===== config.mk =====
export PLATFORM = sky130hd
export DESIGN_NAME = lsu_agen
export DESIGN_NICKNAME = d
export VERILOG_FILES = /design/src/hdl/lsu_pkg.sv /design/src/hdl/lsu_agen.sv
export SDC_FILE = /design/constraint.sdc
export NUM_CORES = 1
export LEC_CHECK = 0
export BUFFER_PORTS_ARGS = -buffer_cell sky130_fd_sc_hd__buf_4
export CORE_MARGIN = 3
export CORE_UTILIZATION = 30
export DETAILED_ROUTE_END_ITERATION = 8
export GPL_TIMING_DRIVEN = 1
export PLACE_DENSITY = 0.95
export REMOVE_ABC_BUFFERS = 1
export SLEW_MARGIN = 20
export SYNTH_ARGS = -nofsm -noshare
export SYNTH_HDL_FRONTEND = slang
export SYNTH_SLANG_ARGS = --single-unit

===== constraint.sdc =====
create_clock -name vclk -period 4.4
set_clock_uncertainty 0.05 [all_clocks]
set_input_delay 0.88 -clock vclk [all_inputs]
set_output_delay 0.88 -clock vclk [all_outputs]
set_load 0.02 [all_outputs]

===== src/hdl/lsu_pkg.sv =====
`default_nettype none

package lsu_pkg;

    typedef logic [31:0] word_t;
    typedef logic [5:0]  opcode_t;
    typedef logic [3:0]  be_t;    // One bit per byte lane
    typedef logic [1:0]  lane_t;

    // MIPS primary opcodes, instr[31:26]
    localparam opcode_t OPCODE_LB  = 6'h20;
    localparam opcode_t OPCODE_LH  = 6'h21;
    localparam opcode_t OPCODE_LWL = 6'h22;
    localparam opcode_t OPCODE_LW  = 6'h23;
    localparam opcode_t OPCODE_LBU = 6'h24;
    localparam opcode_t OPCODE_LHU = 6'h25;
    localparam opcode_t OPCODE_LWR = 6'h26;
    localparam opcode_t OPCODE_SB  = 6'h28;
    localparam opcode_t OPCODE_SH  = 6'h29;
    localparam opcode_t OPCODE_SW  = 6'h2b;

    typedef enum logic [3:0] {
        op_none,    // Bubble or non-memory opcode
        op_lb,
        op_lbu,
        op_lh,
        op_lhu,
        op_lw,
        op_lwl,
        op_lwr,
        op_sb,
        op_sh,
        op_sw
    } mem_op_e;

endpackage

`default_nettype wire


===== src/hdl/lsu_agen.sv =====
`timescale 1ns/1ps
`default_nettype none

module lsu_agen #(
    parameter int MEM_WORDS = 256
) (
    input  lsu_pkg::mem_op_e             op,
    input  lsu_pkg::word_t               base,
    input  lsu_pkg::word_t               offset,
    output logic [$clog2(MEM_WORDS)-1:0] word_index,
    output lsu_pkg::lane_t               lane,
    output logic                         misaligned
);

    localparam int IDX_W = $clog2(MEM_WORDS);

    lsu_pkg::word_t eff_addr;

    assign eff_addr   = base + offset;
    assign lane       = eff_addr[1:0];
    assign word_index = eff_addr[IDX_W+1:2];    // Wraps at RAM depth

    // Halfwords need an even lane, words lane 0
    always_comb begin
        case (op)
            lsu_pkg::op_lh,
            lsu_pkg::op_lhu,
            lsu_pkg::op_sh: begin
                misaligned = lane[0];
            end
            lsu_pkg::op_lw,
            lsu_pkg::op_sw: begin
                misaligned = (lane != 2'd0);
            end
            default: begin
                misaligned = 1'b0;    // Bytes, LWL, LWR, bubbles
            end
        endcase
    end

endmodule

`default_nettype wire


# == Word level (Yosys, flattened, before mapping) ==
# Index checks and enable logic that the tools add are counted.
# word_totals
regBits,0
inputBits,68
out_inout_bits,11
wordCells,10
# classes
n_eq_ne,5
n_addsub,1
muxes,1
reduce_logical,3
# op_table
operator,count
10-bit adder,1
4-bit by 3-bit equality test with 1-bit output (second input constant),2
4-bit equality test (second input constant),2
4-bit by 2-bit equality test with 1-bit output (second input constant),1
3-bit OR reduction,1
1-bit case mux with 2 select lines,1
2-bit nonzero test,1
2-bit OR reduction,1

# == Logic depth before layout (Yosys ltp) ==
# depth
ltp_word,3
depth_mapped,7
mapped_depth_nobuf,7

# == Least setup slack after synthesis ==
# Ideal clock, no wire load.
# synth_timing
kind,input-to-output
from,input offset[0]
to,output word_index[6]
t_arrival_ns,2.262
path_buffers,0
setup_slack_ns,1.208
required_time_ns,3.470
stages,7
cell_sequence,ha_1 inv_1 fa_1 nand2b_1 a21oi_1 a221oi_2 xnor2_1
# synth_via
elab_chain_cells,1
# synth_rtl
element,line,rtl
start: declaration,lsu_agen.sv:9,"input lsu_pkg::word_t offset,"
10-bit adder,lsu_agen.sv:19,assign eff_addr = base + offset;
end: declaration,lsu_agen.sv:10,"output logic [$clog2(MEM_WORDS)-1:0] word_index,"
# Every way passes these cells.

# == Worst setup path after layout ==
# Ends and elaborated chain as after synthesis.

==> flow_metrics.env <==
export IMPL_syn_mean_instance_area_sq_um=7.40
export IMPL_fin_cells=109
export IMPL_fin_util_pct=53.8
export IMPL_crit_type="primary input to output pin"
export IMPL_place_area_sq_um=718
export IMPL_slew_headroom_pct=82.0
export IMPL_design_seq_count=0
export IMPL_p_leak_nw=0.366
export IMPL_clkbuf_count=0
export IMPL_setup_tns_ps=0
export IMPL_synth_seq_area_share_pct=0
export IMPL_yosysMostFrequentCell="ha_1"
export IMPL_outcome="finished, final reports clean"
export IMPL_synth_top_area_cell="ha_1"
export IMPL_routed_via_density=5.07
export IMPL_yosys_cell_types_count=20
export IMPL_dr_pass1_iters=4
export IMPL_critical_path_required_ps=3470
export IMPL_totalPowerFinal_mw=0.134
export IMPL_cp_arrival_ps=2400
export IMPL_holdBufCountCts=0
export IMPL_drcViolationCount=0
export IMPL_wl_per_cell_um=11.4
export IMPL_final_area_sq_um=718
export IMPL_rsz0062_at_grt="false"
export IMPL_synth_common_cells="9 x ha_1, 8 x xnor2_1, 6 x inv_1"
export IMPL_dp_cells=109
export IMPL_drt_iter0_drc=3
export IMPL_synth_area_leaders="ha_1 26%, xnor2_1 16%, a21oi_1 5.7%"
export IMPL_hpwlAfterDp_um=1100
export IMPL_cp_buffers_inverters=3
export IMPL_syn_inst=59
export IMPL_fp_coreArea_sq_mm=0.00133
export IMPL_netSwitchingPower_mw=0.0681
export IMPL_yosysWarnings=0
export IMPL_syn_area_sq_um=437
export IMPL_worstHoldStart="base[0]"
export IMPL_min_to="lane[0]"
export IMPL_cp_slowest_cell="fa_1"
export IMPL_pre_cts_slack_ps=1090
export IMPL_tightest_slew_ps=269
export IMPL_nets=174
export IMPL_critPathMostFrequentCell="buf_4"
export IMPL_setup_viol=0
export IMPL_sw_frac_of_total_pct=50.9
export IMPL_power_density_mw_per_mm2=186
export IMPL_drv_slew=0
export IMPL_max_freq_ghz=0.300
export IMPL_layout_min_cycle_time_ps=3330
export IMPL_die_y_um=44.2
export IMPL_pwr_share_seq_pct=0
export IMPL_diodes=0
export IMPL_p_int_mw=0.0657
export IMPL_post_cts_resized=0
export IMPL_whs_ps=2050
export IMPL_critPathMaxStageDelay_ps=400
export IMPL_grt_pass1_wl_um=2280
export IMPL_gp_congestion=0.755
export IMPL_combPwrFrac_pct=100.0
export IMPL_fin_ws_ps=1070
export IMPL_path_cells="buf_4, ha_1, inv_1, fa_1, nand2b_1, a21oi_1, a221oi_2, xnor2_1, buf_4"
export IMPL_ant_nets=0
export IMPL_io_pins=79
export IMPL_dieArea_sq_mm=0.00195
export IMPL_cap_violations=0
export IMPL_die_w_um=44.2
export IMPL_cts_setup_buffers=0
export IMPL_seq_area_sq_um=0
export IMPL_end_kind="output pin"
export IMPL_grt_pass1_vias=568
export IMPL_initial_core_util_pct=32.7
export IMPL_cp_start_kind="primary input"
export IMPL_path_delay_family="adder cells"
export IMPL_clkPwrFrac_pct=0
export IMPL_io_buffer_count=35
export IMPL_hold_viol_final=0
export IMPL_antenna_found_initial=0
export IMPL_via_count=553
export IMPL_drt_total_wl_um=1250
export IMPL_gr_total_overflow=0
export IMPL_yosys_area_top_type_share_pct=25.8
export IMPL_grt_max_degree=7
export IMPL_grt_usage_pct=14.2
export IMPL_area_growth_pct=64.5
export IMPL_hold_path_class="primary input to output pin"
export IMPL_hold_path_depth=3
export IMPL_irDropWorstVdd_mv=0.0929
export IMPL_drive_gt1_share_pct=38.3
export IMPL_fp_row_count=13
export IMPL_fin_crit_sh_pct=75.7
export IMPL_crit_path_max_fanout=2
## placed cells by master, fill, tap and decap left out
cell type / n
xnor2_1: 8
buf_4: 35
inv_1: 6
a221oi_2: 1
o21ai_0: 3
and2_1: 1
o221ai_1: 1
xor2_1: 2
nand2b_1: 1
nor3b_1: 1
a31oi_1: 2
o211ai_1: 2
nand3_1: 5
a21oi_1: 5
a211oi_1: 1
a32oi_1: 1
nor2_1: 5
ha_1: 9
a21o_1: 2
fa_1: 1
nand2_1: 2
## layout make-up
cell class / count / area (sq um)
fill: 144 / 616
inverter: 6 / 22.5
multi-input combinational: 53 / 414
tap: 15 / 18.8
timing repair buffer: 35 / 263
## routing by layer
metal	wire (um)	track usage, %	part of all wire (%)	vias up
met2	618	28.2	50	19
met1	531	17.6	43	247
met5	0	0	0	-
met4	0	0	0	0
met3	96	0.407	7.7	0
li1	-	-	-	287
## power by group through the flow
stage	Clock (mW)	Sequential, mW	Combinational (mW)
after global placement	0	0	0.131
after floorplan	0	0	0.0781
after CTS	0	0	0.135
final	0	0	0.134
after global routing	0	0	0.147
after detailed placement	0	0	0.134
## how the worst max path moves through the flow
stage                    from             to  slack (ps)  cells past startpoint
floorplan           offset[0]  word_index[6]        1210                      7
global placement    offset[5]  word_index[6]        1110                      7
detailed placement  offset[0]  word_index[6]        1090                      9
CTS                 offset[0]  word_index[6]        1080                      9
global route        offset[0]  word_index[6]         980                      9
finish              offset[0]  word_index[6]        1070                      9
## kinds of logic after synthesis
| logic type | Yosys count | share of synthesized area [%] |
|---|---|---|
| compound gates | 18 | 28.1 |
| xor+xnor | 10 | 20.1 |
| fa+ha+maj | 10 | 30.4 |
| buf+inv | 6 | 5.16 |
| simple gates | 15 | 16.3 |
(Power assumes the default switching activity.)
