### config.mk
export PLATFORM = sky130hd
export DESIGN_NAME = byte_lane_ctrl
export DESIGN_NICKNAME = d
export VERILOG_FILES = /design/src/hdl/lsu_pkg.sv /design/src/hdl/byte_lane_ctrl.sv
export SDC_FILE = /design/constraint.sdc
export NUM_CORES = 1
export LEC_CHECK = 0
export BUFFER_PORTS_ARGS = -buffer_cell sky130_fd_sc_hd__buf_2
export CORE_MARGIN = 4
export CORE_UTILIZATION = 32
export DETAILED_ROUTE_END_ITERATION = 16
export PLACE_DENSITY = 0.82
export SYNTH_ARGS = -nofsm -noshare
export SYNTH_HDL_FRONTEND = slang
export SYNTH_SLANG_ARGS = --single-unit
### constraint.sdc
create_clock -name vclk -period 1.01
set_input_delay 0 -clock vclk [all_inputs]
set_output_delay 0 -clock vclk [all_outputs]
set_load 0.01 [all_outputs]
### src/hdl/lsu_pkg.sv
`default_nettype none

package lsu_pkg;

    typedef logic [31:0] word_t;
    typedef logic [5:0]  opcode_t;
    typedef logic [3:0]  be_t;    // One bit per byte lane
    typedef logic [1:0]  lane_t;

    // MIPS primary opcodes, instr[31:26]
    localparam opcode_t OPCODE_LB  = 6'h20;
    localparam opcode_t OPCODE_LH  = 6'h21;
    localparam opcode_t OPCODE_LWL = 6'h22;
    localparam opcode_t OPCODE_LW  = 6'h23;
    localparam opcode_t OPCODE_LBU = 6'h24;
    localparam opcode_t OPCODE_LHU = 6'h25;
    localparam opcode_t OPCODE_LWR = 6'h26;
    localparam opcode_t OPCODE_SB  = 6'h28;
    localparam opcode_t OPCODE_SH  = 6'h29;
    localparam opcode_t OPCODE_SW  = 6'h2b;

    typedef enum logic [3:0] {
        op_none,    // Bubble or non-memory opcode
        op_lb,
        op_lbu,
        op_lh,
        op_lhu,
        op_lw,
        op_lwl,
        op_lwr,
        op_sb,
        op_sh,
        op_sw
    } mem_op_e;

endpackage

`default_nettype wire

### src/hdl/byte_lane_ctrl.sv
`timescale 1ns/1ps
`default_nettype none

module byte_lane_ctrl (
    input  lsu_pkg::mem_op_e op,
    input  lsu_pkg::lane_t   lane,
    input  lsu_pkg::word_t   rt,
    input  logic             misaligned,
    output lsu_pkg::be_t     byteenable,
    output lsu_pkg::word_t   write_data,
    output logic             is_load
);

    logic [7:0]  rt_byte;
    logic [15:0] rt_half;
    lsu_pkg::be_t store_be;

    assign rt_byte = rt[7:0];
    assign rt_half = rt[15:0];

    // Store lane steering
    always_comb begin
        store_be   = 4'b0000;
        write_data = rt;
        case (op)
            lsu_pkg::op_sb: begin
                write_data = {4{rt_byte}};    // Byte on every lane, mask picks one
                case (lane)
                    2'd0: store_be = 4'b0001;
                    2'd1: store_be = 4'b0010;
                    2'd2: store_be = 4'b0100;
                    2'd3: store_be = 4'b1000;
                    default: store_be = 4'b0000;
                endcase
            end
            lsu_pkg::op_sh: begin
                write_data = {2{rt_half}};
                case (lane)
                    2'd0: store_be = 4'b0011;
                    2'd2: store_be = 4'b1100;
                    default: store_be = 4'b0000;    // Odd lane faults anyway
                endcase
            end
            lsu_pkg::op_sw: begin
                store_be = 4'b1111;
            end
            default: begin
                store_be = 4'b0000;    // Loads and bubbles write nothing
            end
        endcase
    end

    assign byteenable = misaligned ? 4'b0000 : store_be;    // Refused store

    always_comb begin
        case (op)
            lsu_pkg::op_lb,
            lsu_pkg::op_lbu,
            lsu_pkg::op_lh,
            lsu_pkg::op_lhu,
            lsu_pkg::op_lw,
            lsu_pkg::op_lwl,
            lsu_pkg::op_lwr: begin
                is_load = 1'b1;
            end
            default: begin
                is_load = 1'b0;
            end
        endcase
    end

endmodule

`default_nettype wire

# Word level (Yosys, flattened, before mapping)

Index checks and enable logic that the tools add are counted.

Flip-flop bits (word level): 0
Logic and storage cells: 21
Bits of input ports: 39
Output and inout bits: 37

Reduce and logical (&&, ||, !) cells: 2
Eq/ne operators: 13
Multiplexer cells: 6

Operators with widths:

| cell                                                                  | number |
|---|---|
| 32-bit case mux with 2 select lines                                   | 1 |
| 4-bit by 3-bit equality test with 1-bit output, second input constant | 4 |
| 4-bit case mux with 4 select lines                                    | 1 |
| 4-bit equality test, second input constant                            | 3 |
| 4-bit case mux with 3 select lines                                    | 1 |
| 4-bit by 2-bit equality test with 1-bit output, second input constant | 2 |
| 4-bit case mux with 2 select lines                                    | 1 |
| 7-bit OR reduction                                                    | 1 |
| 2-bit equality test, second input constant                            | 2 |
| 4-bit by 1-bit equality test with 1-bit output, second input constant | 1 |
| 4-bit two-way mux                                                     | 1 |
| 2-bit by 1-bit equality test with 1-bit output, second input constant | 1 |
| 2-bit zero test                                                       | 1 |
| 1-bit two-way mux                                                     | 1 |

# Logic depth before layout (Yosys ltp)

Word-level depth: 4
Gate-level depth with buffers: 6
Mapped depth without buffers: 3

# Least setup slack after synthesis

Ideal clock, no wire load.

Path type: input to output
Start point: input op[1]
End point: output byteenable[1]
Arrival time: 0.925 ns
Buffers on the path: 1
Stages on the path: 3
Required time: 1.010 ns
Slack: 0.085 ns
Cell sequence: buf_6 or3_1 a221oi_1

Word-level cells in the longest chain between the ends: 3
Elaborated cells on any way between the ends: 5
Classes of those cells: eq/ne (3); mux (2)

Ends and longest elaborated chain:

| element                                | RTL line             | RTL |
|---|---|---|
| from (decl)                            | byte_lane_ctrl.sv:5  | `input lsu_pkg::mem_op_e op,` |
| 4-bit equality test                    | byte_lane_ctrl.sv:25 | `case (op)` |
| 4-bit case mux with 3 select lines (*) | byte_lane_ctrl.sv:25 |  |
| 4-bit two-way mux (*)                  | byte_lane_ctrl.sv:53 | `assign byteenable = misaligned ? 4'b0000 : store_be;` |
| to (decl)                              | byte_lane_ctrl.sv:9  | `output lsu_pkg::be_t byteenable,` |

Every way passes the cells marked *; elsewhere a longest branch is shown, timed or not.

# Worst setup path after layout

Start point: input op[0]
End point: output write_data[8]

Word-level cells in the longest chain between the ends: 2
Elaborated cells on any way between the ends: 3
Classes of those cells: eq/ne (2); mux (1)

Ends and longest elaborated chain:

| element                                 | RTL line             | RTL |
|---|---|---|
| 4-bit equality test                     | byte_lane_ctrl.sv:25 |  |
| 32-bit case mux with 2 select lines (*) | byte_lane_ctrl.sv:25 |  |
| to (decl)                               | byte_lane_ctrl.sv:10 | `output lsu_pkg::word_t write_data,` |

Marked as above.

==> qor.yml <==
outcome: "completed"
design.die.area_mm2: 0.00241
max_freq_mhz: 1010
wl_met2_um: 1240
grt_max_degree: 18
tns_ns: 0
drt_first_iter_violations: 7
p_leak_uw: 0.000628
fin_nets: 217
final-hold-violation-count: 0
wire_per_inst_um: 12.0
vias_per_cell: 4.92
port_buffers: 76
finalWirelength_um: 2300
rows: 14
grt_overflow: 0
ys_types: 19
n_antenna_cell: 0
post-route-drc-count: 0
period_share_pct: 98.0
ant_nets: 0
topRoutingLayerUsed: "met3"
seq_area_um2: 0
crit_fanout: 8
end_kind: "primary output"
final_core_util_pct: 66.1
drv_slew: 0
worst_pin_slew_ns: 0.241
first_pass_iters: 4
grt_pass1_vias: 823
ys_seq_area_share_pct: 0
core_mm2: 0.00154
crit_arrival_ns: 0.99
startpoint_type: "primary input"
seq_cells: 0
die_y_um: 49.1
track_usage_pct: 15.8
synth_area_um2: 539
final_common_cell: "buf_2"
nClkBuffers: 0
antenna_found_initial: 0
crit_required_ns: 1.01
vias: 945
whs_ns: 0.215
final.min_clock_period_ns: 0.990
wl_met1_um: 802
boundaryPins: 76
rsz0062_at_grt: "yes"
hp-class: "in -> out"
grt_pass1_wl_um: 3340
slew_headroom_pct: 83.9
chipWidth_um: 49.1
fill_cells: 143
maxCapViolations: 0
yosysWarnings: 0
cts_setup_buffers: 0
p_per_area_mw_per_mm2: 435
route.met3.wl_um: 263
postSynthCellCount: 105
syn-num-nets: 144
ir_drop_mv: 0.208
synthToLayoutAreaGrowth_pct: 88.9
final_cell_mix: "71 x buf_2, 49 x nand2_1, 13 x nand3_1"
ctsHoldBuffers: 0
synth.avg_cell_area_um2: 5.14
start_util_pct: 35.0
setup_viol: 0
hpwl_um: 1860
crit_type: "in -> out"
drive_gt1_share_pct: 59.1
place_congestion: 0.736
==> metrics by stage <==
stage | instance area (µm²) | worst slack [ns] | cells | total power [µW]
3_3_place_gp | 896 | -0.0290 | 192 | 381
4_1_cts | 923 | -0.00661 | 192 | 402
2_1_floorplan | 539 | 0.0854 | 105 | 206
3_5_place_dp | 896 | -0.0263 | 192 | 390
6_report | 1020 | 0.0204 | 192 | 443
5_1_grt | 1020 | -0.0413 | 192 | 484
==> path summary, 6_finish.rpt <==
path | cells after the start | endpoint | slack, ns | startpoint
hold / removal | 2 | write_data[2] | 0.21 | rt[2]
setup / recovery | 5 | write_data[8] | 0.02 | op[0]
==> layout make-up <==
class                           instances  area (µm²)  share of cell area [%]
Multi-Input combinational cell         90         488                    47.9
Timing Repair Buffer                   86         510                    50.1
Tap cell                               16        20.0                    1.97
==> where the power goes <==
group | internal [µW] | switching [µW]
Sequential | 0 | 0
Clock | 0 | 0
Combinational | 219 | 224
Total | 219 | 224
==> timing repair <==
action / 4_1_cts / 5_1_grt
setup endpoints to repair: 11 / 17
resized for setup: 9 / 25
cloned: 0 / 1
pin swaps: 2 / 18
==> layer usage <==
layer	global-route usage, %	vias to the layer above
met4	0.897	0
met5	0	-
met2	32.0	46
li1	-	478
met1	16.1	421
met3	4.89	0
==> worst max-delay path: stages <==
cell and delay [ns]:
buf_6 0.09, or4b_4 0.62, nand2_2 0.10, nand2_1 0.04, buf_2 0.13
==> cells in the mapped netlist, drive strengths merged (2+ instances only) <==
cell | n | area (µm²)
nand2b | 2 | 12.5
a21oi | 2 | 10.0
buf | 14 | 115
nand3 | 14 | 70.1
a221oi | 2 | 17.5
nor2 | 3 | 11.3
nand2 | 58 | 218
or3b | 2 | 17.5
==> cells by family (layout without fill, tap and decap cells) <==
group                  after synthesis  count (layout)  share of synthesized area, %
buffers and inverters               15              86                          22.0
AOI/OAI and AO/OA                    5               5                          6.03
muxes                                1               1                          1.86
and+or+nand+nor                     84              84                          70.1
(Power assumes the default switching activity.)
