--- config.mk ---
export PLATFORM = sky130hd
export DESIGN_NAME = lsu_decode
export DESIGN_NICKNAME = d
export VERILOG_FILES = /design/src/hdl/lsu_pkg.sv /design/src/hdl/lsu_decode.sv
export SDC_FILE = /design/constraint.sdc
export NUM_CORES = 1
export LEC_CHECK = 0
export BUFFER_PORTS_ARGS = -buffer_cell sky130_fd_sc_hd__buf_2
export CORE_MARGIN = 2
export CORE_UTILIZATION = 32
export CTS_CLUSTER_DIAMETER = 100
export DETAILED_ROUTE_END_ITERATION = 6
export MAX_ROUTING_LAYER = met4
export PLACE_DENSITY = 0.74
export SYNTH_ARGS = -nofsm -noshare
export SYNTH_HDL_FRONTEND = slang
export SYNTH_SLANG_ARGS = --single-unit
--- constraint.sdc ---
create_clock -name clk -period 0.95 [get_ports clk]
set_input_delay 0.19 -clock clk [delete_from_list [all_inputs] [get_ports clk]]
set_output_delay 0.19 -clock clk [all_outputs]
set_load 0.03 [all_outputs]
--- src/hdl/lsu_pkg.sv ---
`default_nettype none

package lsu_pkg;

    typedef logic [31:0] word_t;
    typedef logic [5:0]  opcode_t;
    typedef logic [3:0]  be_t;    // One bit per byte lane
    typedef logic [1:0]  lane_t;

    // MIPS primary opcodes, instr[31:26]
    localparam opcode_t OPCODE_LB  = 6'h20;
    localparam opcode_t OPCODE_LH  = 6'h21;
    localparam opcode_t OPCODE_LWL = 6'h22;
    localparam opcode_t OPCODE_LW  = 6'h23;
    localparam opcode_t OPCODE_LBU = 6'h24;
    localparam opcode_t OPCODE_LHU = 6'h25;
    localparam opcode_t OPCODE_LWR = 6'h26;
    localparam opcode_t OPCODE_SB  = 6'h28;
    localparam opcode_t OPCODE_SH  = 6'h29;
    localparam opcode_t OPCODE_SW  = 6'h2b;

    typedef enum logic [3:0] {
        op_none,    // Bubble or non-memory opcode
        op_lb,
        op_lbu,
        op_lh,
        op_lhu,
        op_lw,
        op_lwl,
        op_lwr,
        op_sb,
        op_sh,
        op_sw
    } mem_op_e;

endpackage

`default_nettype wire

--- src/hdl/lsu_decode.sv ---
`timescale 1ns/1ps
`default_nettype none

module lsu_decode (
    input  logic             clk,
    input  logic             rst,
    input  logic             instr_valid,
    input  lsu_pkg::word_t   instr,
    input  lsu_pkg::word_t   rs_val,
    input  lsu_pkg::word_t   rt_val,
    output lsu_pkg::mem_op_e op,
    output lsu_pkg::word_t   base,
    output lsu_pkg::word_t   offset,
    output lsu_pkg::word_t   rt
);

    lsu_pkg::opcode_t opcode;
    lsu_pkg::mem_op_e op_dec;
    lsu_pkg::word_t   imm_ext;

    assign opcode  = instr[31:26];
    assign imm_ext = {{16{instr[15]}}, instr[15:0]};    // Signed 16-bit offset

    always_comb begin
        case (opcode)
            lsu_pkg::OPCODE_LB:  op_dec = lsu_pkg::op_lb;
            lsu_pkg::OPCODE_LBU: op_dec = lsu_pkg::op_lbu;
            lsu_pkg::OPCODE_LH:  op_dec = lsu_pkg::op_lh;
            lsu_pkg::OPCODE_LHU: op_dec = lsu_pkg::op_lhu;
            lsu_pkg::OPCODE_LW:  op_dec = lsu_pkg::op_lw;
            lsu_pkg::OPCODE_LWL: op_dec = lsu_pkg::op_lwl;
            lsu_pkg::OPCODE_LWR: op_dec = lsu_pkg::op_lwr;
            lsu_pkg::OPCODE_SB:  op_dec = lsu_pkg::op_sb;
            lsu_pkg::OPCODE_SH:  op_dec = lsu_pkg::op_sh;
            lsu_pkg::OPCODE_SW:  op_dec = lsu_pkg::op_sw;
            default:             op_dec = lsu_pkg::op_none;    // Not a memory op
        endcase
    end

    always_ff @(posedge clk) begin
        if (rst) begin
            op <= lsu_pkg::op_none;
        end else begin
            op <= instr_valid ? op_dec : lsu_pkg::op_none;    // Bubble when idle
        end
    end

    always_ff @(posedge clk) begin
        if (instr_valid) begin
            base   <= rs_val;
            offset <= imm_ext;
            rt     <= rt_val;
        end
    end

endmodule

`default_nettype wire

=== After elaboration in Yosys (flattened, before gate mapping) ===
Cells that the tools add are included.

* Multiplexer cells: 1
* Reduce and logical (&&, ||, !) cells: 1
* Equality and inequality tests: 10
* Bitwise operators: 1

{| class="wikitable"
|+ Operators by type and width
! operator !! number
|-
| 6-bit equality test (second input constant) || 10
|-
| 4-bit case mux with 10 select lines || 1
|-
| 2-bit OR reduction || 1
|-
| 1-bit NOT || 1
|}

* Flip-flop bits (word level): 84
* Word-level logic and storage cells: 17

=== Depth between registers and ports, before layout ===
* Depth in word-level cells: 2
* Depth in mapped cells: 3
* Mapped depth without buffers: 3

=== Worst setup path after synthesis ===
Ideal clock, no wire load.

* Kind: register to output
* Start: register, netlist name offset[15]
* End: output offset[16]
* Required time: 760 ps
* Slack: -237 ps
* Data arrival time: 997 ps
* Stages on the path, launching flop included: 2
* Cell sequence: edfxtp_1 buf_4

{| class="wikitable"
|+ RTL lines
! what !! line !! text
|-
| to (decl) || lsu_decode.sv:13 || <nowiki>output lsu_pkg::word_t offset,</nowiki>
|}

No word-level cell between the ends.

=== Worst setup path after layout ===
* Start: register, netlist name offset[15]
* End: output offset[15]

No word-level cell between the ends.

==> impl_metrics.csv <==
group,metric,value,unit
sta,finalMaxSlewViolations,0,
hold_path,worstHoldStart,"rt_val[19]",
finish,areaGrowthSynthToFinish,78.1,%
synthesis,synth_edf_count,80,
routing,drc,0,
critical_path,startpoint_type,"register",
sta,setup_ws,-338,ps
clock_network,cts_buffer_depth,2,
finish,drive_above_1_share,62.6,%
critical_path,end_kind,"output pin",
power_and_ir_drop,intPower,6.92,mW
outcome,outcome,"complete, but fails checks",
sta,fin_hold_ws,18.8,ps
synthesis,synth_area_leaders,"edfxtp_1, buf_4, dfxtp_1",
critical_path,critPathMaxFanout,17,
sta,max_freq,776,MHz
global_route,overflow,0,
sta,fin_crit,1290,ps
routing,viasPerCell,4.18,
critical_path,worst-setup-path-type,"register to output pin",
finish,final_util,58.9,%
critical_path,critPathMaxStageDelay,420,ps
power_and_ir_drop,seqPwrFrac,48.9,%
die,ioPinCount,199,
global_route,grt_pass1_vias,1945,
power_and_ir_drop,clkPwrFrac,31.8,%
synthesis,syn_nets,215,
sta,worst_pin_slew,209,ps
hold_path,hold_class,"primary input to register",
global_route,grt_pass1_wl,8860,µm
die,fp-row-count,33,
sta,setup_viol,100,
place,io_buffers,188,
synthesis,synth_top_cell_by_area,"edfxtp_1",
critical_path,critical_path.cell_chain,"buf_12 > buf_4",
critical_path,cp-startpoint,"offset[15]$_DFFE_PP_",
synthesis,yosysMostFrequentCell,"edfxtp_1",
synthesis,synthFlopType,"edfxtp_1",
place,place_ws,-108,ps
outcome,violations,"setup timing",
power_and_ir_drop,switchingPower,2.27,mW
global_route,grt_max_degree,41,
synthesis,yosys_warnings,0,
synthesis,synth_common_cells,"edfxtp_1, buf_4, dfxtp_1, nor2_1, xor2_1",
routing,vias,1848,
routing,drt-initial-drc-count,49,
die,die_w,96.2,µm
sta,tns,-15180,ps
power_and_ir_drop,combPwrFrac,19.3,%
clock_network,cts_made_buffers,9,
die,core,0.00822,mm²
clock_network,cts-htree-levels,3,
sta,min_period_over_period,136,%
clock_network,cts_tree,"done",
die,design.die.area,0.00925,mm²
sta,final_hold_viol_count,0,
routing,wl_per_cell,14.5,µm
critical_path,cp.required,760,ps
clock_network,clkSlewWorstSetupHoldPaths,80,ps
routing,ant_nets,0,
place,post_dp_cell_area,0.00372,mm²
synthesis,synthCells,116,
finish,final_nets,432,
sta,slew_headroom,86.0,%
power_and_ir_drop,switching_share,24.7,%
finish,antenna_cells,0,
finish,final_area,0.00484,mm²
clock_network,clock-sinks,84,
synthesis,ys_types,16,
synthesis,synthArstFlopShare,0,%
sta,rsz0062_at_grt,"true",
synthesis,avgSynthCellArea,23.4,µm²
global_route,groute.usage.overall,13.8,%
synthesis,ys_seq_area_share,91.3,%
clock_network,cts_root_buf,"clkbuf_8",
synthesis,netlist.area_leader.share,88.4,%
die,die_y,96.2,µm
global_route,antenna_found_initial,0,
synthesis,yosys_register_bits,84,
power_and_ir_drop,vdd_ir_drop_max,0.000975,V
place,place.gp.congestion,0.691,
synthesis,synth_area,0.00272,mm²
run,drv_cap,0,
critical_path,crit_arrival,1100,ps
power_and_ir_drop,p_leak,2.06,nW
routing,firstDrtPassIters,3,
routing,finalWirelength,6400,µm
power_and_ir_drop,p_per_area,1900,mW/mm²
critical_path,crit_slowest_cell,"edfxtp_1",
die,initial_utilization,33.1,%
critical_path,crit_end,"offset[15]",
==> logic make-up (layout without fill, tap and decap cells) <==
| group | Yosys count | count (layout) | share of synthesized area [%] |
|---|---|---|---|
| xor gates and xnor gates | 2 | 2 | 0.644 |
| and+or+nand+nor | 10 | 10 | 2.53 |
| AOI/OAI and AO/OA | 4 | 4 | 1.10 |
| DFF | 84 | 84 | 91.3 |
| buffers and inverters | 16 | 237 | 4.42 |
==> cells in the final DEF (no fill, tap or decap), drive strengths merged <==
| cell | netlist | final |
|---|---|---|
| nand3b | 1 | 1 |
| nor3 | 1 | 1 |
| o21bai | 1 | 1 |
| buf | 16 | 192 |
| a21oi | 1 | 1 |
| nand2 | 1 | 1 |
| bufinv | 0 | 3 |
| xor2 | 2 | 2 |
| nand4bb | 1 | 1 |
| nor2 | 3 | 3 |
| edfxtp | 80 | 80 |
| dfxtp | 4 | 4 |
| dlygate4sd3 | 0 | 30 |
| nand2b | 1 | 1 |
| and2b | 1 | 1 |
| clkbuf | 0 | 11 |
| a21boi | 1 | 1 |
| clkinv | 0 | 1 |
| o32a | 1 | 1 |
| nor4b | 1 | 1 |
==> sequential cells by signal, indices dropped and copies added, names as in the netlist <==
signal  count
rt         32
offset     16
op          4
base       32
==> layer usage <==
layer,GRT usage [%],up-vias,share of wire [%]
met5,-,-,0
met4,7.14,0,2.0
met3,3.92,11,9.2
met2,24.0,110,53
met1,14.0,864,36
li1,-,863,-
==> power by group through the flow <==
stage	Sequential [mW]	Clock [mW]	Combinational [mW]
3_5_place_dp	4.52	0	1.31
6_report	4.49	2.92	1.77
3_3_place_gp	4.51	0	1.30
5_1_grt	4.52	3.13	1.86
4_1_cts	4.49	3.01	1.74
2_1_floorplan	5.11	0	0.213
==> worst max-delay path, delay by kind of cell (launching register included) <==
family | cells | cell delay [ps]
flops | 1 | 420
buf+inv | 2 | 340
==> worst min-delay path by stage <==
stage | slack (ps) | endpoint | cells past startpoint
after global placement | 370 | rt[5]$_DFFE_PP_ | 1
after floorplan | 260 | op[3]$_SDFF_PP0_ | 1
after detailed placement | 370 | base[30]$_DFFE_PP_ | 1
final | 20 | rt[19]$_DFFE_PP_ | 1
after CTS | 0.2 | base[22]$_DFFE_PP_ | 1
after global routing | 0.08 | base[14]$_DFFE_PP_ | 1
==> layout make-up <==
type                    instances  area (µm²)
clock buffers                  11         131
clock inverters                 4        98.8
fillers                       657        3370
multi-input cells              16         116
flip-flops and latches         84        2490
well taps                     105         131
repair buffers                222        1880
==> what timing repair did <==
| item | CTS | global route |
|---|---|---|
| pin swaps | 0 | 0 |
| gates resized for setup | 187 | 1 |
| hold buffers | 19 | 11 |
| setup endpoints to repair | 100 | 100 |
| buffers inserted | 1 | 0 |
| endpoints found under the hold margin | 19 | 11 |
==> stage by stage <==
step           total power, mW  std cells
3_5_place_dp              5.83        396
4_1_cts                   9.24        431
2_1_floorplan             5.32        116
6_report                  9.18        442
5_1_grt                   9.52        442
3_3_place_gp              5.80        396
No activity file was read; power rests on OpenSTA's default activity.
