**config.mk**
```make
export PLATFORM = sky130hd
export DESIGN_NAME = load_merge
export DESIGN_NICKNAME = d
export VERILOG_FILES = /design/src/hdl/lsu_pkg.sv /design/src/hdl/load_merge.sv
export SDC_FILE = /design/constraint.sdc
export NUM_CORES = 1
export LEC_CHECK = 0
export BUFFER_PORTS_ARGS = -buffer_cell sky130_fd_sc_hd__buf_2
export CELL_PAD_IN_SITES_DETAIL_PLACEMENT = 0
export CELL_PAD_IN_SITES_GLOBAL_PLACEMENT = 1
export CORE_ASPECT_RATIO = 1.2
export CORE_MARGIN = 5
export CORE_UTILIZATION = 43
export CTS_BUF_LIST = sky130_fd_sc_hd__clkbuf_4
export DETAILED_ROUTE_END_ITERATION = 6
export PLACE_DENSITY = 0.95
export SLEW_MARGIN = 20
export SYNTH_ARGS = -nofsm -noshare
export SYNTH_HDL_FRONTEND = slang
export SYNTH_SLANG_ARGS = --single-unit
```
**constraint.sdc**
```tcl
create_clock -name clk -period 5.2 [get_ports clk]
set_clock_uncertainty 0.2 [all_clocks]
set_input_delay 1.56 -clock clk [delete_from_list [all_inputs] [get_ports clk]]
set_output_delay 1.56 -clock clk [all_outputs]
set_load 0.05 [all_outputs]
```
**src/hdl/lsu_pkg.sv**
```systemverilog
`default_nettype none

package lsu_pkg;

    typedef logic [31:0] word_t;
    typedef logic [5:0]  opcode_t;
    typedef logic [3:0]  be_t;    // One bit per byte lane
    typedef logic [1:0]  lane_t;

    // MIPS primary opcodes, instr[31:26]
    localparam opcode_t OPCODE_LB  = 6'h20;
    localparam opcode_t OPCODE_LH  = 6'h21;
    localparam opcode_t OPCODE_LWL = 6'h22;
    localparam opcode_t OPCODE_LW  = 6'h23;
    localparam opcode_t OPCODE_LBU = 6'h24;
    localparam opcode_t OPCODE_LHU = 6'h25;
    localparam opcode_t OPCODE_LWR = 6'h26;
    localparam opcode_t OPCODE_SB  = 6'h28;
    localparam opcode_t OPCODE_SH  = 6'h29;
    localparam opcode_t OPCODE_SW  = 6'h2b;

    typedef enum logic [3:0] {
        op_none,    // Bubble or non-memory opcode
        op_lb,
        op_lbu,
        op_lh,
        op_lhu,
        op_lw,
        op_lwl,
        op_lwr,
        op_sb,
        op_sh,
        op_sw
    } mem_op_e;

endpackage

`default_nettype wire

```
**src/hdl/load_merge.sv**
```systemverilog
`timescale 1ns/1ps
`default_nettype none

module load_merge (
    input  logic             clk,
    input  logic             rst,
    input  lsu_pkg::mem_op_e op,
    input  lsu_pkg::lane_t   lane,
    input  lsu_pkg::word_t   rt,
    input  logic             misaligned,
    input  lsu_pkg::word_t   read_data,
    output logic             load_valid,
    output lsu_pkg::word_t   load_data,
    output logic             addr_fault
);

    lsu_pkg::mem_op_e op_q;
    lsu_pkg::lane_t   lane_q;
    lsu_pkg::word_t   rt_q;
    logic             mis_q;
    logic [7:0]       sel_byte;
    logic [15:0]      sel_half;
    lsu_pkg::word_t   result;
    logic             is_load_q;

    // Stage-2 registers, aligned with the RAM read
    always_ff @(posedge clk) begin
        if (rst) begin
            op_q  <= lsu_pkg::op_none;
            mis_q <= 1'b0;
        end else begin
            op_q  <= op;
            mis_q <= misaligned;
        end
    end

    always_ff @(posedge clk) begin
        lane_q <= lane;
        rt_q   <= rt;
    end

    assign sel_byte = read_data[8*lane_q +: 8];
    assign sel_half = lane_q[1] ? read_data[31:16] : read_data[15:0];

    always_comb begin
        is_load_q = 1'b1;
        case (op_q)
            lsu_pkg::op_lb:  result = {{24{sel_byte[7]}}, sel_byte};
            lsu_pkg::op_lbu: result = {24'h000000, sel_byte};
            lsu_pkg::op_lh:  result = {{16{sel_half[15]}}, sel_half};    // Both halves
            lsu_pkg::op_lhu: result = {16'h0000, sel_half};
            lsu_pkg::op_lw:  result = read_data;
            lsu_pkg::op_lwl: begin
                case (lane_q)    // High rt bytes kept above memory bytes
                    2'd0: result = read_data;
                    2'd1: result = {rt_q[31:24], read_data[31:8]};
                    2'd2: result = {rt_q[31:16], read_data[31:16]};
                    default: result = {rt_q[31:8], read_data[31:24]};
                endcase
            end
            lsu_pkg::op_lwr: begin
                case (lane_q)    // Low rt bytes kept below memory bytes
                    2'd0: result = {read_data[7:0], rt_q[23:0]};
                    2'd1: result = {read_data[15:0], rt_q[15:0]};
                    2'd2: result = {read_data[23:0], rt_q[7:0]};
                    default: result = read_data;
                endcase
            end
            default: begin
                result    = 32'h0000_0000;
                is_load_q = 1'b0;    // Stores and bubbles
            end
        endcase
    end

    always_ff @(posedge clk) begin
        if (rst) begin
            load_valid <= 1'b0;
            addr_fault <= 1'b0;
        end else begin
            load_valid <= is_load_q && !mis_q;
            addr_fault <= mis_q;
        end
    end

    always_ff @(posedge clk) begin
        load_data <= result;
    end

endmodule

`default_nettype wire

```
Word-level counts from Yosys, hierarchy flattened
Cells that the tools add are included.
- register bits after elaboration: 73
- bits of input ports: 73
- output and inout bits: 34
- logic and storage cells: 26
- equality and inequality tests: 9
- shift operators: 1
- multiplexer cells: 5
- reductions and logical operators: 4
- operators by type and width (kind ; count):
    case mux 32 bit (7 select lines) ; 1
    case mux 32 bit (3 select lines) ; 2
    variable part select 32 x 6 -> 8 bit ; 1
    equality test 4 x 3 -> 1 bit (second input constant) ; 4
    2-to-1 mux 16 bit ; 1
    equality test 4 x 2 -> 1 bit (second input constant) ; 2
    OR reduction 7 bit ; 1
    equality test 4 x 1 -> 1 bit (second input constant) ; 1
    equality test 2 x 1 -> 1 bit (second input constant) ; 1
    equality test 2 bit (second input constant) ; 1
    zero test 2 bit ; 1
    logical AND 1 bit ; 1
    zero test 1 bit ; 1
    2-to-1 mux 1 bit ; 1

Logic depth before layout (Yosys ltp)
- depth after elaboration: 4
- gate-level depth with buffers: 8
- gate-level depth less buffers: 4

Worst setup path before layout
No wires, ideal clock.
- path kind: in2reg
- start point: input port read_data[31]
- end point: register load_data[8]
- library setup time: 0.129 ns
- arrival time: 2.436 ns
- data required time: 4.871 ns
- slack: 2.435 ns
- stages on the path: 4
- buffers on the path: 0
- path through: mux4_2 and3_1 a31oi_1 o211ai_1
- cells in the longest elaborated chain, start to end: 2
- RTL lines (element ; RTL line ; RTL):
    start, declared ; load_merge.sv:11 ; input lsu_pkg::word_t read_data,
    variable part select 32 x 6 -> 8 bit ; load_merge.sv:42 ; assign sel_byte = read_data[8*lane_q +: 8];
    case mux 32 bit (7 select lines) ; load_merge.sv:47 ; case (op_q)
    via result[8] ; load_merge.sv:23 ; lsu_pkg::word_t result;
    end signal, assigned ; load_merge.sv:87 ; load_data <= result;
    end, declared ; load_merge.sv:13 ; output lsu_pkg::word_t load_data,
The timed path passes the listed nets, and every way through them passes these cells.
A chain may end at the register's enable or synchronous reset.

Worst setup path after layout
- start point: input port read_data[7]
- end point: register load_data[16]
The elaborated chain is that of the path after synthesis.

==> summary.md <==
| Metric | Value |
|---|---|
| Number of routed nets with antenna violations | `0` |
| Asr flop ratio synth | `0%` |
| Worst slew pin tran | `1.02 ns` |
| DRC viols | `0` |
| Max cap viols | `0` |
| Area of the mapped netlist | `between 0.003 and 0.004 mm²` |
| Clock Latency Late Sink | `0.41 ns` |
| Power Dens Cells | `298 mW/mm²` |
| Crit path time final | `slightly below 3 ns` |
| Core Region | `0.00802 mm²` |
| CP endpoint kind | `flip-flop` |
| Yosys warns | `0` |
| Syn_area_per_cell | `10.2 µm²` |
| Share of cells above drive strength 1 | `36.0%` |
| Syn nets | `about 410` |
| Total power | `1.23 mW` |
| Final setup viols | `0` |
| Final Hold Fails | `0` |
| Post-Synth Simple-Gate Area | `11.0%` |
| EDFF count, synth | `0` |
| Main combinational cell family by area after synthesis | `compound AO/OA/AOI/OAI gates` |
| Crit start category | `input pin` |
| Area leader, netlist | `dfxtp_1` |
| Post-Syn Instances | `approximately 340` |
| Peak supply drop | `~0.0002 V` |
| Initial antenna violation count | `0` |
| Pleak | `approximately 1.9 nW` |
| Post-synth cell types | `48` |
| Top cells by area, synth | `dfxtp_1, mux2i_1, mux4_2` |
| Detailed placement HPWL | `7.05 mm` |
| Setup_tns | `0 ns` |
| Fillcell total | `787` |
| Cts repair resizes | `0` |
| Slew headroom | `31.4%` |
| Vias in the first global route | `3149` |
| Hold crit path type | `flip-flop to flip-flop` |
| I/O pin count | `107` |
| Worst path arrival time | `2.96 ns` |
| Status | `completed` |
| H-tree Lvls | `3` |
| Total gr overflow | `0` |
| Required @ worst endpoint | `5.24 ns` |
| Hold buffers post-CTS | `0` |
| Clk Tree Root Cell | `clkbuf_4` |
| Final core utilization | `51.6%` |
| # clock sinks | `73` |
| Initial Util | `a little over two fifths` |
| GRT Total Usage | `20.6%` |
| WL final | `~10 mm` |
| Ys flop type | `dfxtp_1` |
| Nets | `507` |
| Mux share of post-synthesis cell area | `19.0%` |
| N_diodes | `0` |
| Slew Viols, Final | `0` |
| Crit path max fanout | `17` |
| First-pass GRT wire length | `16.1 mm` |
| Area grow syn2layout | `18.5%` |
| Iter 0 DRT Violations | `between 300 and 400` |
| Die span in y | `109 µm` |
| RSZ-0062 raised after global routing | `no` |
| Top cell type's share of synthesized area | `41.8%` |
| Seq/Total Area, Yosys | `41.8%` |
| Vias/cell | `6.08` |
| Pin count of the biggest net entering global routing | `46` |
| WS Path Type | `input pin to flip-flop` |
| CTS tree | `yes` |
| Num CTS Buffers | `9` |
| DIE AREA | `0.0100 mm²` |
| Fmax | `0.342 GHz` |
| Number of port buffers | `between 100 and 150` |
| Crit share post-route | `a little under three fifths` |
| Post-CTS Setup Inserts | `0` |
| Drt pass-1 iters | `5` |
| Post-DR wirelength/cell | `19.0 µm` |
| Synth Area in XOR/XNOR | `0%` |
| Die Width | `92.3 µm` |
| Register bit total from synthesis | `73` |
| Adder-cell share of the synthesized area | `0%` |
| Synth Area in Compound Gates | `between 20% and 30%` |
| Clock Path Buffers | `2` |
| Hold WS | `0.220 ns` |
| Clk pin slew, worst setup/hold paths | `about 0.11 ns` |
| Vias | `about 3.2k` |
| GP Congestion | `0.853` |
| Rows | `36` |
## layout make-up
cell class / instances / area [µm²] / area share (%)
clock inverters: 4 / 43.8 / 1.06
well taps: 95 / 119 / 2.87
flip-flops and latches: 73 / 1460 / 35.4
repair buffers: 110 / 561 / 13.5
multi-input cells: 237 / 1850 / 44.7
clock buffers: 12 / 90.1 / 2.18
inverters: 3 / 11.3 / 0.272
## kinds of logic after synthesis
family | after synthesis
buffers and inverters | 31
flip-flops | 73
AO/OA/AOI/OAI | 110
multiplexers | 51
AND/OR/NAND/NOR | 76
## per-stage QoR
stage / setup WS [ns] / instances / instance area (µm²)
floorplan: 2.43 / 341 / 3490
global placement: 1.93 / 518 / 4010
detailed placement: 1.83 / 518 / 4010
CTS: 2.29 / 534 / 4140
global route: 2.24 / 534 / 4140
finish: 2.28 / 534 / 4140
## final timing paths
check                             startpoint       endpoint  slack [ns]  depth (start not counted)
worst min register to register         mis_q     load_valid        0.22                          1
worst min-delay path                   mis_q     load_valid        0.22                          1
worst max register to register     lane_q[1]  load_data[16]        2.54                          3
worst max-delay path            read_data[7]  load_data[16]        2.28                          4
## cells in the mapped netlist (4+ instances only)
master	count
a221o_1	4
mux2i_1	29
a22o_1	5
dfxtp_1	73
buf_4	6
o2bb2ai_1	6
a22oi_1	11
a211oi_1	8
nor2b_1	8
mux4_2	11
buf_2	14
a222oi_1	11
mux2_2	11
o221ai_1	6
nand2_1	25
a21oi_1	23
o21ai_0	17
nand3_1	6
nor2_1	20
clkbuf_1	4
## flip-flops by register name (all words and copies together) (netlist names)
signal	flops
addr_fault	1
op_q	4
rt_q	32
load_valid	1
lane_q	2
mis_q	1
load_data	32
## cell usage in the layout (no fill, tap or decap), drive strengths merged, types with 3 or more instances in the layout
cell,count
clkinv,3
mux4,11
mux2,11
o21a,3
dfxtp,73
o21ai,17
clkbuf,12
nor2b,8
a221o,4
nor2,21
nand2,25
nand3,6
a222oi,11
mux2i,29
a22oi,11
inv,3
o2bb2ai,6
o221ai,6
o211ai,3
buf,110
a22o,5
nand2b,4
a21oi,27
a211oi,8
## report_power, final
part | internal, mW | switching (mW) | leakage (nW)
Sequential | 0.597 | 0.0277 | 0.608
Combinational | 0.0951 | 0.166 | 1.19
Clock | 0.160 | 0.186 | 0.0787
## critical path, stage by stage
cell and delay [ns]:
buf_2 0.14, mux4_2 0.47, nand2_1 0.54, o221ai_1 0.25
## per-layer routing
layer | GRT usage (%) | vias up | routed length (µm)
met5 | 0 | - | 0
li1 | - | 1499 | -
met1 | 25.3 | 1520 | 3940
met4 | 7.11 | 0 | 233
met3 | 4.55 | 25 | 844
met2 | 35.8 | 201 | 5110
Note: power is estimated with default switching activity, not from simulation.
